**src/hw/wave_pkg.sv**
```systemverilog
`default_nettype none

package wave_pkg;

	// wave RAM geometry
	localparam int WAVE_BYTES = 16;
	localparam int WAVE_AW    = 4;

	// low byte of the 0xFFxx register page
	localparam logic [7:0] ADDR_NR30      = 8'h1A;
	localparam logic [7:0] ADDR_NR31      = 8'h1B;
	localparam logic [7:0] ADDR_NR32      = 8'h1C;
	localparam logic [7:0] ADDR_NR33      = 8'h1D;
	localparam logic [7:0] ADDR_NR34      = 8'h1E;
	localparam logic [7:0] ADDR_WAVE_BASE = 8'h30; // wave RAM spans 0x30 to 0x3F

	// NR32 output level codes
	localparam logic [1:0] VOL_MUTE    = 2'd0;
	localparam logic [1:0] VOL_FULL    = 2'd1;
	localparam logic [1:0] VOL_HALF    = 2'd2;
	localparam logic [1:0] VOL_QUARTER = 2'd3;

	// the high nibble is the earlier of the two samples in a byte
	typedef struct packed {
		logic [3:0] hi;
		logic [3:0] lo;
	} wave_nib_t;

	// the CPU sees a byte, playback sees two samples
	typedef union packed {
		logic [7:0] raw;
		wave_nib_t  nib;
	} wave_byte_t;

endpackage

`default_nettype wire

```
**src/hw/wave_ch3.sv**
```systemverilog
`timescale 1ns/1ps
`default_nettype none

module wave_ch3
	import wave_pkg::*;
(
	input  logic       amuk_4mhz,
	input  logic       rst,
	input  logic [7:0] addr,
	input  logic [7:0] wdata,
	input  logic       rd,
	input  logic       wr,
	input  logic       len_tick,
	output logic [7:0] rdata,
	output logic [3:0] sample,
	output logic       ch3_active
);

	logic [10:0]        freq;
	logic [1:0]         vol_code;
	logic               trigger;
	logic [4:0]         pos;
	logic               fetch;
	logic [7:0]         wave_rdata;
	logic [WAVE_AW-1:0] mem_addr;
	logic [7:0]         mem_wdata;
	logic               mem_we;
	logic               mem_re;
	wave_byte_t         mem_rdata;

	wave_ch3_regs i_regs (
		.amuk_4mhz  (amuk_4mhz),
		.rst        (rst),
		.addr       (addr),
		.wdata      (wdata),
		.rd         (rd),
		.wr         (wr),
		.len_tick   (len_tick),
		.wave_rdata (wave_rdata),
		.rdata      (rdata),
		.freq       (freq),
		.vol_code   (vol_code),
		.trigger    (trigger),
		.ch3_active (ch3_active)
	);

	wave_sequencer i_seq (
		.amuk_4mhz  (amuk_4mhz),
		.rst        (rst),
		.freq       (freq),
		.trigger    (trigger),
		.ch3_active (ch3_active),
		.pos        (pos),
		.fetch      (fetch)
	);

	wave_ram_ctrl i_ctrl (
		.amuk_4mhz  (amuk_4mhz),
		.rst        (rst),
		.addr       (addr),
		.wdata      (wdata),
		.rd         (rd),
		.wr         (wr),
		.ch3_active (ch3_active),
		.pos        (pos),
		.fetch      (fetch),
		.vol_code   (vol_code),
		.mem_rdata  (mem_rdata),
		.mem_addr   (mem_addr),
		.mem_wdata  (mem_wdata),
		.mem_we     (mem_we),
		.mem_re     (mem_re),
		.wave_rdata (wave_rdata),
		.sample     (sample)
	);

	wave_ram_mem i_mem (
		.amuk_4mhz (amuk_4mhz),
		.addr      (mem_addr),
		.wdata     (mem_wdata),
		.we        (mem_we),
		.re        (mem_re),
		.rdata     (mem_rdata)
	);

endmodule

`default_nettype wire

```
**src/hw/wave_ch3_regs.sv**
```systemverilog
`timescale 1ns/1ps
`default_nettype none

module wave_ch3_regs
	import wave_pkg::*;
(
	input  logic        amuk_4mhz,
	input  logic        rst,
	input  logic [7:0]  addr,
	input  logic [7:0]  wdata,
	input  logic        rd,
	input  logic        wr,
	input  logic        len_tick,
	input  logic [7:0]  wave_rdata,
	output logic [7:0]  rdata,
	output logic [10:0] freq,
	output logic [1:0]  vol_code,
	output logic        trigger,
	output logic        ch3_active
);

	logic       nr30_wr, nr31_wr, nr32_wr, nr33_wr, nr34_wr;
	logic       dac_en;
	logic       len_en;
	logic [7:0] freq_lo;
	logic [2:0] freq_hi;
	logic [8:0] len_cnt; // 1 to 256 while counting
	logic       trig_req;
	logic       dac_off;
	logic       len_done;
	logic [7:0] rd_val;
	logic [7:0] reg_rdata;

	assign nr30_wr = wr && (addr == ADDR_NR30);
	assign nr31_wr = wr && (addr == ADDR_NR31);
	assign nr32_wr = wr && (addr == ADDR_NR32);
	assign nr33_wr = wr && (addr == ADDR_NR33);
	assign nr34_wr = wr && (addr == ADDR_NR34);

	assign trig_req = nr34_wr && wdata[7] && dac_en; // a trigger with the DAC off does nothing
	assign dac_off  = nr30_wr && !wdata[7];
	assign len_done = len_en && (len_cnt == 9'd0);

	assign freq = {freq_hi, freq_lo};

	always_ff @(posedge amuk_4mhz) begin
		if (rst) begin
			dac_en   <= 1'b0;
			vol_code <= VOL_MUTE;
			freq_lo  <= '0;
			freq_hi  <= '0;
			len_en   <= 1'b0;
		end else begin
			if (nr30_wr)
				dac_en <= wdata[7];
			if (nr32_wr)
				vol_code <= wdata[6:5];
			if (nr33_wr)
				freq_lo <= wdata;
			if (nr34_wr) begin
				freq_hi <= wdata[2:0];
				len_en  <= wdata[6];
			end
		end
	end

	always_ff @(posedge amuk_4mhz) begin
		if (rst)
			len_cnt <= '0;
		else if (nr31_wr)
			len_cnt <= 9'd256 - {1'b0, wdata};
		else if (trig_req && len_cnt == 9'd0)
			len_cnt <= 9'd256;
		else if (len_tick && len_en && len_cnt != 9'd0)
			len_cnt <= len_cnt - 9'd1;
	end

	always_ff @(posedge amuk_4mhz) begin
		if (rst) begin
			trigger    <= 1'b0;
			ch3_active <= 1'b0;
		end else begin
			trigger <= trig_req;
			if (dac_off)
				ch3_active <= 1'b0;
			else if (trig_req)
				ch3_active <= 1'b1;
			else if (len_done)
				ch3_active <= 1'b0; // counter reached zero on the previous edge
		end
	end

	// unused and write-only bits read back as ones
	always_comb begin
		case (addr)
			ADDR_NR30: rd_val = {dac_en, 7'h7F};
			ADDR_NR31: rd_val = 8'hFF;
			ADDR_NR32: rd_val = {1'b1, vol_code, 5'h1F};
			ADDR_NR33: rd_val = 8'hFF;
			ADDR_NR34: rd_val = {1'b1, len_en, 6'h3F};
			default:   rd_val = 8'h00;
		endcase
	end

	always_ff @(posedge amuk_4mhz) begin
		if (rst)
			reg_rdata <= '0;
		else if (rd)
			reg_rdata <= rd_val;
	end

	assign rdata = reg_rdata | wave_rdata;

	// a trigger pulse always finds the channel running with the DAC on
	a_trigger_not_killed: assert property (@(posedge amuk_4mhz) disable iff (rst)
		trigger |-> (ch3_active && dac_en));

endmodule

`default_nettype wire

```
**src/hw/wave_ram_ctrl.sv**
```systemverilog
`timescale 1ns/1ps
`default_nettype none

module wave_ram_ctrl
	import wave_pkg::*;
(
	input  logic               amuk_4mhz,
	input  logic               rst,
	input  logic [7:0]         addr,
	input  logic [7:0]         wdata,
	input  logic               rd,
	input  logic               wr,
	input  logic               ch3_active,
	input  logic [4:0]         pos,
	input  logic               fetch,
	input  logic [1:0]         vol_code,
	input  wave_byte_t         mem_rdata,
	output logic [WAVE_AW-1:0] mem_addr,
	output logic [7:0]         mem_wdata,
	output logic               mem_we,
	output logic               mem_re,
	output logic [7:0]         wave_rdata,
	output logic [3:0]         sample
);

	logic       wave_hit;
	logic       cpu_wr;
	logic       cpu_rd;
	logic       rd_hit_q;   // last CPU read was in wave RAM
	logic       rd_act_q;   // and it happened during playback
	logic [7:0] act_byte_q;
	logic       fetch_q;
	logic       fwd_q;
	logic [7:0] fwd_byte;
	logic       sel_q;
	wave_byte_t sample_byte;
	logic       nib_sel;
	logic [3:0] nibble;

	assign wave_hit = addr[7:WAVE_AW] == ADDR_WAVE_BASE[7:WAVE_AW];
	assign cpu_wr   = wr && wave_hit;
	assign cpu_rd   = rd && wave_hit;

	// playback owns the address while the channel runs
	assign mem_addr  = ch3_active ? pos[4:1] : addr[WAVE_AW-1:0];
	assign mem_wdata = wdata;
	assign mem_we    = cpu_wr;
	// a CPU write wins the port, its data is forwarded into the sample latch instead
	assign mem_re    = ch3_active ? (fetch && !cpu_wr) : cpu_rd;

	always_ff @(posedge amuk_4mhz) begin
		if (rst) begin
			rd_hit_q <= 1'b0;
			rd_act_q <= 1'b0;
		end else if (rd) begin
			rd_hit_q <= wave_hit;
			rd_act_q <= ch3_active;
		end
	end

	always_ff @(posedge amuk_4mhz) begin
		if (cpu_rd && ch3_active)
			act_byte_q <= sample_byte.raw; // CPU gets the byte being played
	end

	assign wave_rdata = !rd_hit_q ? 8'h00 : (rd_act_q ? act_byte_q : mem_rdata.raw);

	always_ff @(posedge amuk_4mhz) begin
		if (rst) begin
			fetch_q <= 1'b0;
			fwd_q   <= 1'b0;
		end else begin
			fetch_q <= fetch && ch3_active;
			fwd_q   <= fetch && cpu_wr;
		end
	end

	always_ff @(posedge amuk_4mhz) begin
		fwd_byte <= wdata;
		sel_q    <= pos[0];
	end

	// the fetched byte arrives one cycle after the fetch and is latched here
	always_ff @(posedge amuk_4mhz) begin
		if (rst) begin
			sample_byte <= '0;
			nib_sel     <= 1'b0;
		end else if (fetch_q) begin
			sample_byte <= fwd_q ? wave_byte_t'(fwd_byte) : mem_rdata;
			nib_sel     <= sel_q;
		end
	end

	assign nibble = nib_sel ? sample_byte.nib.lo : sample_byte.nib.hi;

	always_comb begin
		case (vol_code)
			VOL_MUTE:    sample = 4'h0;
			VOL_FULL:    sample = nibble;
			VOL_HALF:    sample = nibble >> 1;
			VOL_QUARTER: sample = nibble >> 2;
			default:     sample = 4'h0;
		endcase
		if (!ch3_active)
			sample = 4'h0;
	end

	a_mem_one_access: assert property (@(posedge amuk_4mhz) disable iff (rst)
		!(mem_we && mem_re));

endmodule

`default_nettype wire

```
**src/hw/wave_ram_mem.sv**
```systemverilog
`timescale 1ns/1ps
`default_nettype none

module wave_ram_mem
	import wave_pkg::*;
(
	input  logic               amuk_4mhz,
	input  logic [WAVE_AW-1:0] addr,
	input  wave_byte_t         wdata,
	input  logic               we,
	input  logic               re,
	output wave_byte_t         rdata
);

	wave_byte_t mem [WAVE_BYTES];

	always_ff @(posedge amuk_4mhz) begin
		if (we)
			mem[addr] <= wdata;
	end

	// output register only moves on a read, so it holds between reads
	always_ff @(posedge amuk_4mhz) begin
		if (re)
			rdata <= mem[addr];
	end

	// one port, so a cycle is either a write or a read
	a_no_rw_collision: assert property (@(posedge amuk_4mhz) !(we && re));

endmodule

`default_nettype wire

```
**src/hw/wave_sequencer.sv**
```systemverilog
`timescale 1ns/1ps
`default_nettype none

module wave_sequencer
	import wave_pkg::*;
(
	input  logic        amuk_4mhz,
	input  logic        rst,
	input  logic [10:0] freq,
	input  logic        trigger,
	input  logic        ch3_active,
	output logic [4:0]  pos,
	output logic        fetch
);

	logic        div_en; // high on every second cycle to give the 2 MHz step
	logic [10:0] timer;
	logic        step;
	logic        wrap;

	assign step = ch3_active && div_en;
	assign wrap = step && (timer == 11'h7FF);

	always_ff @(posedge amuk_4mhz) begin
		if (rst) begin
			div_en <= 1'b0;
		end else if (trigger) begin
			div_en <= 1'b0; // restart the divider so the first period is exact
		end else if (ch3_active) begin
			div_en <= !div_en;
		end
	end

	// counts up from freq and reloads on passing 2047
	// 2048 - freq steps of two cycles each make one sample period
	always_ff @(posedge amuk_4mhz) begin
		if (rst) begin
			timer <= '0;
		end else if (trigger || wrap) begin
			timer <= freq;
		end else if (step) begin
			timer <= timer + 11'd1;
		end
	end

	always_ff @(posedge amuk_4mhz) begin
		if (rst) begin
			pos <= '0;
		end else if (trigger) begin
			pos <= '0;
		end else if (wrap) begin
			pos <= pos + 5'd1; // wraps from 31 back to 0
		end
	end

	// fetch comes with the new pos, so the RAM reads the byte that pos now selects
	always_ff @(posedge amuk_4mhz) begin
		if (rst)
			fetch <= 1'b0;
		else
			fetch <= wrap && !trigger;
	end

	// an idle channel holds its position until the next trigger
	a_pos_frozen: assert property (@(posedge amuk_4mhz) disable iff (rst)
		(!ch3_active && !trigger) |=> $stable(pos));

endmodule

`default_nettype wire

```
**config.mk**
```make
export PLATFORM = sky130hd
export DESIGN_NAME = wave_ch3
export DESIGN_NICKNAME = d
export VERILOG_FILES = /design/src/hw/wave_pkg.sv /design/src/hw/wave_ch3.sv /design/src/hw/wave_ch3_regs.sv /design/src/hw/wave_ram_ctrl.sv /design/src/hw/wave_ram_mem.sv /design/src/hw/wave_sequencer.sv
export SDC_FILE = /design/constraint.sdc
export NUM_CORES = 1
export LEC_CHECK = 0
export BUFFER_PORTS_ARGS = -buffer_cell sky130_fd_sc_hd__buf_2
export CAP_MARGIN = 40
export CORE_ASPECT_RATIO = 2
export CORE_UTILIZATION = 35
export CTS_CLUSTER_DIAMETER = 100
export CTS_CLUSTER_SIZE = 30
export DETAILED_ROUTE_END_ITERATION = 10
export HOLD_SLACK_MARGIN = 0.05
export PLACE_DENSITY = 0.59
export SLEW_MARGIN = 20
export SYNTH_ARGS = -nofsm -noshare
export SYNTH_HDL_FRONTEND = slang
export SYNTH_HIERARCHICAL = 1
export SYNTH_SLANG_ARGS = --single-unit
```
**constraint.sdc**
```tcl
create_clock -name amuk_4mhz -period 5.65 [get_ports amuk_4mhz]
set_input_delay 1.13 -clock amuk_4mhz [delete_from_list [all_inputs] [get_ports amuk_4mhz]]
set_output_delay 1.13 -clock amuk_4mhz [all_outputs]
set_load 0.005 [all_outputs]
```
==> flow_summary.ini <==
[run_status]
status = complete, no violations

[floorplanning]
start_util_pct = 35.7
placement_rows = 83
die_w_um = 116
core-area_sq_um = 25700
ios = 34
die_area_sq_um = 26900
fp.dieH_um = 231

[routing]
wl_mm = 21.8
wl_met1_mm = 6.96
drtAntennaViolNets = 0
dr.first_iter.drc_count = 361
wl_met2_mm = 12.9
first_pass_iters = 5
wl_met3_um = 612
vias_per_cell = 5.33
drc = 0
num_vias = 5423
wl_per_cell_um = 21.4
top_layer_used = met4

[setup_path]
cp.required_ns = 5.72
worstSetupEndpointType = flip-flop
cp.arrival_ns = 3.19
crit_type = in2reg
regToRegSetupSlack_ns = 2.60
r2r_start = i_regs/ch3_active$_SDFFE_PP0P_
timing.rr.end = i_mem/mem[5][1]$_DFFE_PP_
reg2reg_depth = 5
critPathLaunchType = primary input
critPathMaxFanout = 30

[timing]
period_needed_ns = 3.12
finalSetupViolCount = 0
setup_tns_ns = 0
worst_slew_margin_rel_pct = 40.6
max_freq_mhz = 320
finalMaxSlewViolations = 0
finClkSkew_ns = 0.0526
hold_ws_ns = 0.458
post-route-period-util_pct = 55.2
tightestPinTransition_ns = 0.888
hold_viol_final = 0
grt_setup_unrepaired = no

[power_and_ir_drop]
vdd_ir_drop_max_v = 0.000147
p_leak_nw = 3.32
power_w = 0.00268
p_per_area_nw_per_um2 = 270

[worst_hold_path]
hold_start = i_seq/pos[0]$_SDFFE_PP0P_
hold-path-endpoint = i_ctrl/sel_q$_DFF_P_
hold_path.class = reg2reg
hold_depth = 0

[cells_and_area]
diodes = 0
fillers = 2436
drive_above_1_share_pct = 18.3
nets = 699
area_growth_pct = 8.45
fin_area_sq_um = 9940
layoutNonFillerInstCount = 1018

[clock_tree]
clockBufferDepth = 3
root_buffer = clkbuf_16
cts_hold_buf = 0
cts_setup_buffers = 0
cts_resized = 0
cts_made_buffers = 11
cts.sinks = 214
clk_pin_slew_ns = 0.12
cts_tree = built
clock_latency_ns = 0.49
htree_levels = 1

[synth]
syn_area_per_cell_sq_um = 14.0
synth-async-reset-ratio_pct = 0
ys_ff_latch = 214
syn_inst = 656
yosysUniqueCellTypes = 71
synth_area_sq_um = 9160
syn_nets = 681
ys_warn_count = 6
synth-edff-count = 144
synth-main-ff-cell = edfxtp_1
synth_seq_area_share_pct = 62.5

[place]
dpl.cell_count = 998
placedInstanceArea_sq_um = 9590
gp_congestion = 0.794
dp_hpwl_mm = 15.8
io_buffers = 33

[global_route]
grt_max_degree = 58
grtUsageTotal_pct = 16.6
grt_overflow = 0
grt_pass1_vias = 5593
grt_pass1_wl_mm = 32.1
antenna_found_initial = 0

[job]
timing.max_cap.violations = 0
-- worst max-delay path by stage --
stage	end	slack, ns	cells after the start	startpoint
after CTS	i_mem/mem[5][1]$_DFFE_PP_	2.47	5	addr[0]
after global routing	i_mem/mem[5][1]$_DFFE_PP_	2.26	5	addr[0]
after detailed placement	i_mem/mem[5][4]$_DFFE_PP_	2.01	5	addr[0]
final	i_mem/mem[5][1]$_DFFE_PP_	2.53	5	addr[0]
after floorplan	i_mem/mem[0][0]$_DFFE_PP_	2.59	4	addr[6]
after global placement	i_mem/mem[7][3]$_DFFE_PP_	2.05	5	addr[0]
-- kinds of logic after synthesis --
kind of cell	after synthesis	synth area share [%]
compound gates	82	6.65
xor+xnor	16	1.53
fa+ha+maj	4	0.546
buf+inv	46	2.92
flops	214	62.5
mux	78	13.0
simple gates	216	12.8
-- cells in the final DEF, fill, tap and decap left out, types with 4 or more instances in the layout --
cell type,n
ha_1,4
a21oi_1,15
nand4_1,6
mux4_2,32
a211oi_1,13
nor2_1,74
clkbuf_16,11
nor3b_1,4
buf_4,9
nand2_1,31
nor2b_1,13
o21a_1,5
nor3_1,18
o211ai_1,4
dfxtp_1,70
a22oi_1,18
inv_1,6
buf_2,34
or2_2,10
xor2_1,8
nand2b_1,8
a31oi_1,4
nand3_1,14
xnor2_1,8
clkbuf_1,5
a21o_1,5
mux2i_1,40
edfxtp_1,144
nand3b_1,4
-- flip-flops by register name (all words and copies together), names as in the netlist, 8 cells and up --
register            flops
i_ctrl/act_byte_q       8
i_ctrl/fwd_byte         8
i_mem/mem             128
i_regs/len_cnt          9
i_mem/rdata             8
i_seq/timer            11
i_ctrl/sample_byte      8
i_regs/freq_lo          8
-- worst max-delay path, stage by stage --
cell and delay, ns:
buf_2 0.23, mux2_2 0.43, buf_4 0.52, nand2b_1 0.23
nor2_1 0.63
-- power breakdown --
group / internal [W] / switching, W / leakage, nW
Sequential: 0.00168 / 0.00000598 / 1.86
Combinational: 0.0000483 / 0.0000871 / 1.31
Clock: 0.000378 / 0.000487 / 0.153
-- area by class of cell --
| class | count | area [sq um] | share of cell area (%) |
|---|---|---|---|
| clock buffers | 16 | 294 | 2.96 |
| well taps | 340 | 425 | 4.28 |
| inverters | 6 | 22.5 | 0.227 |
| multi-input cells | 396 | 3180 | 32.0 |
| repair buffers | 45 | 265 | 2.67 |
| clock inverters | 1 | 30.0 | 0.302 |
| flip-flops and latches | 214 | 5730 | 57.6 |
-- synth_stat cells, drive strengths merged (7+ instances only) --
library cell / instances / share of area, %
edfxtp: 144 / 47
a211oi: 13 / 1.1
a21oi: 15 / 0.82
buf: 29 / 2.2
nand2: 32 / 1.3
a22oi: 19 / 1.6
clkbuf: 11 / 0.48
nand4: 7 / 0.64
nor3: 20 / 1.1
or2: 11 / 0.75
mux2i: 42 / 4.7
nand2b: 8 / 0.55
xnor2: 8 / 0.76
nand3: 16 / 1.1
mux4: 32 / 7.9
xor2: 8 / 0.76
nor2: 75 / 3.1
nor2b: 13 / 0.89
dfxtp: 70 / 15
-- metal layers --
| layer | vias to the layer above | track usage, % |
|---|---|---|
| met5 | - | 0 |
| met2 | 157 | 34.2 |
| met1 | 2705 | 14.3 |
| li1 | 2503 | - |
| met4 | 0 | 10.5 |
| met3 | 58 | 1.26 |
-- per-stage QoR --
step	setup WS, ns	utilization, %
floorplan	2.59	-
global route	2.26	38.7
global placement	2.05	37.2
detailed placement	2.01	37.4
CTS	2.47	38.7
finish	2.53	38.7
Power figures use the tool's default switching activity.
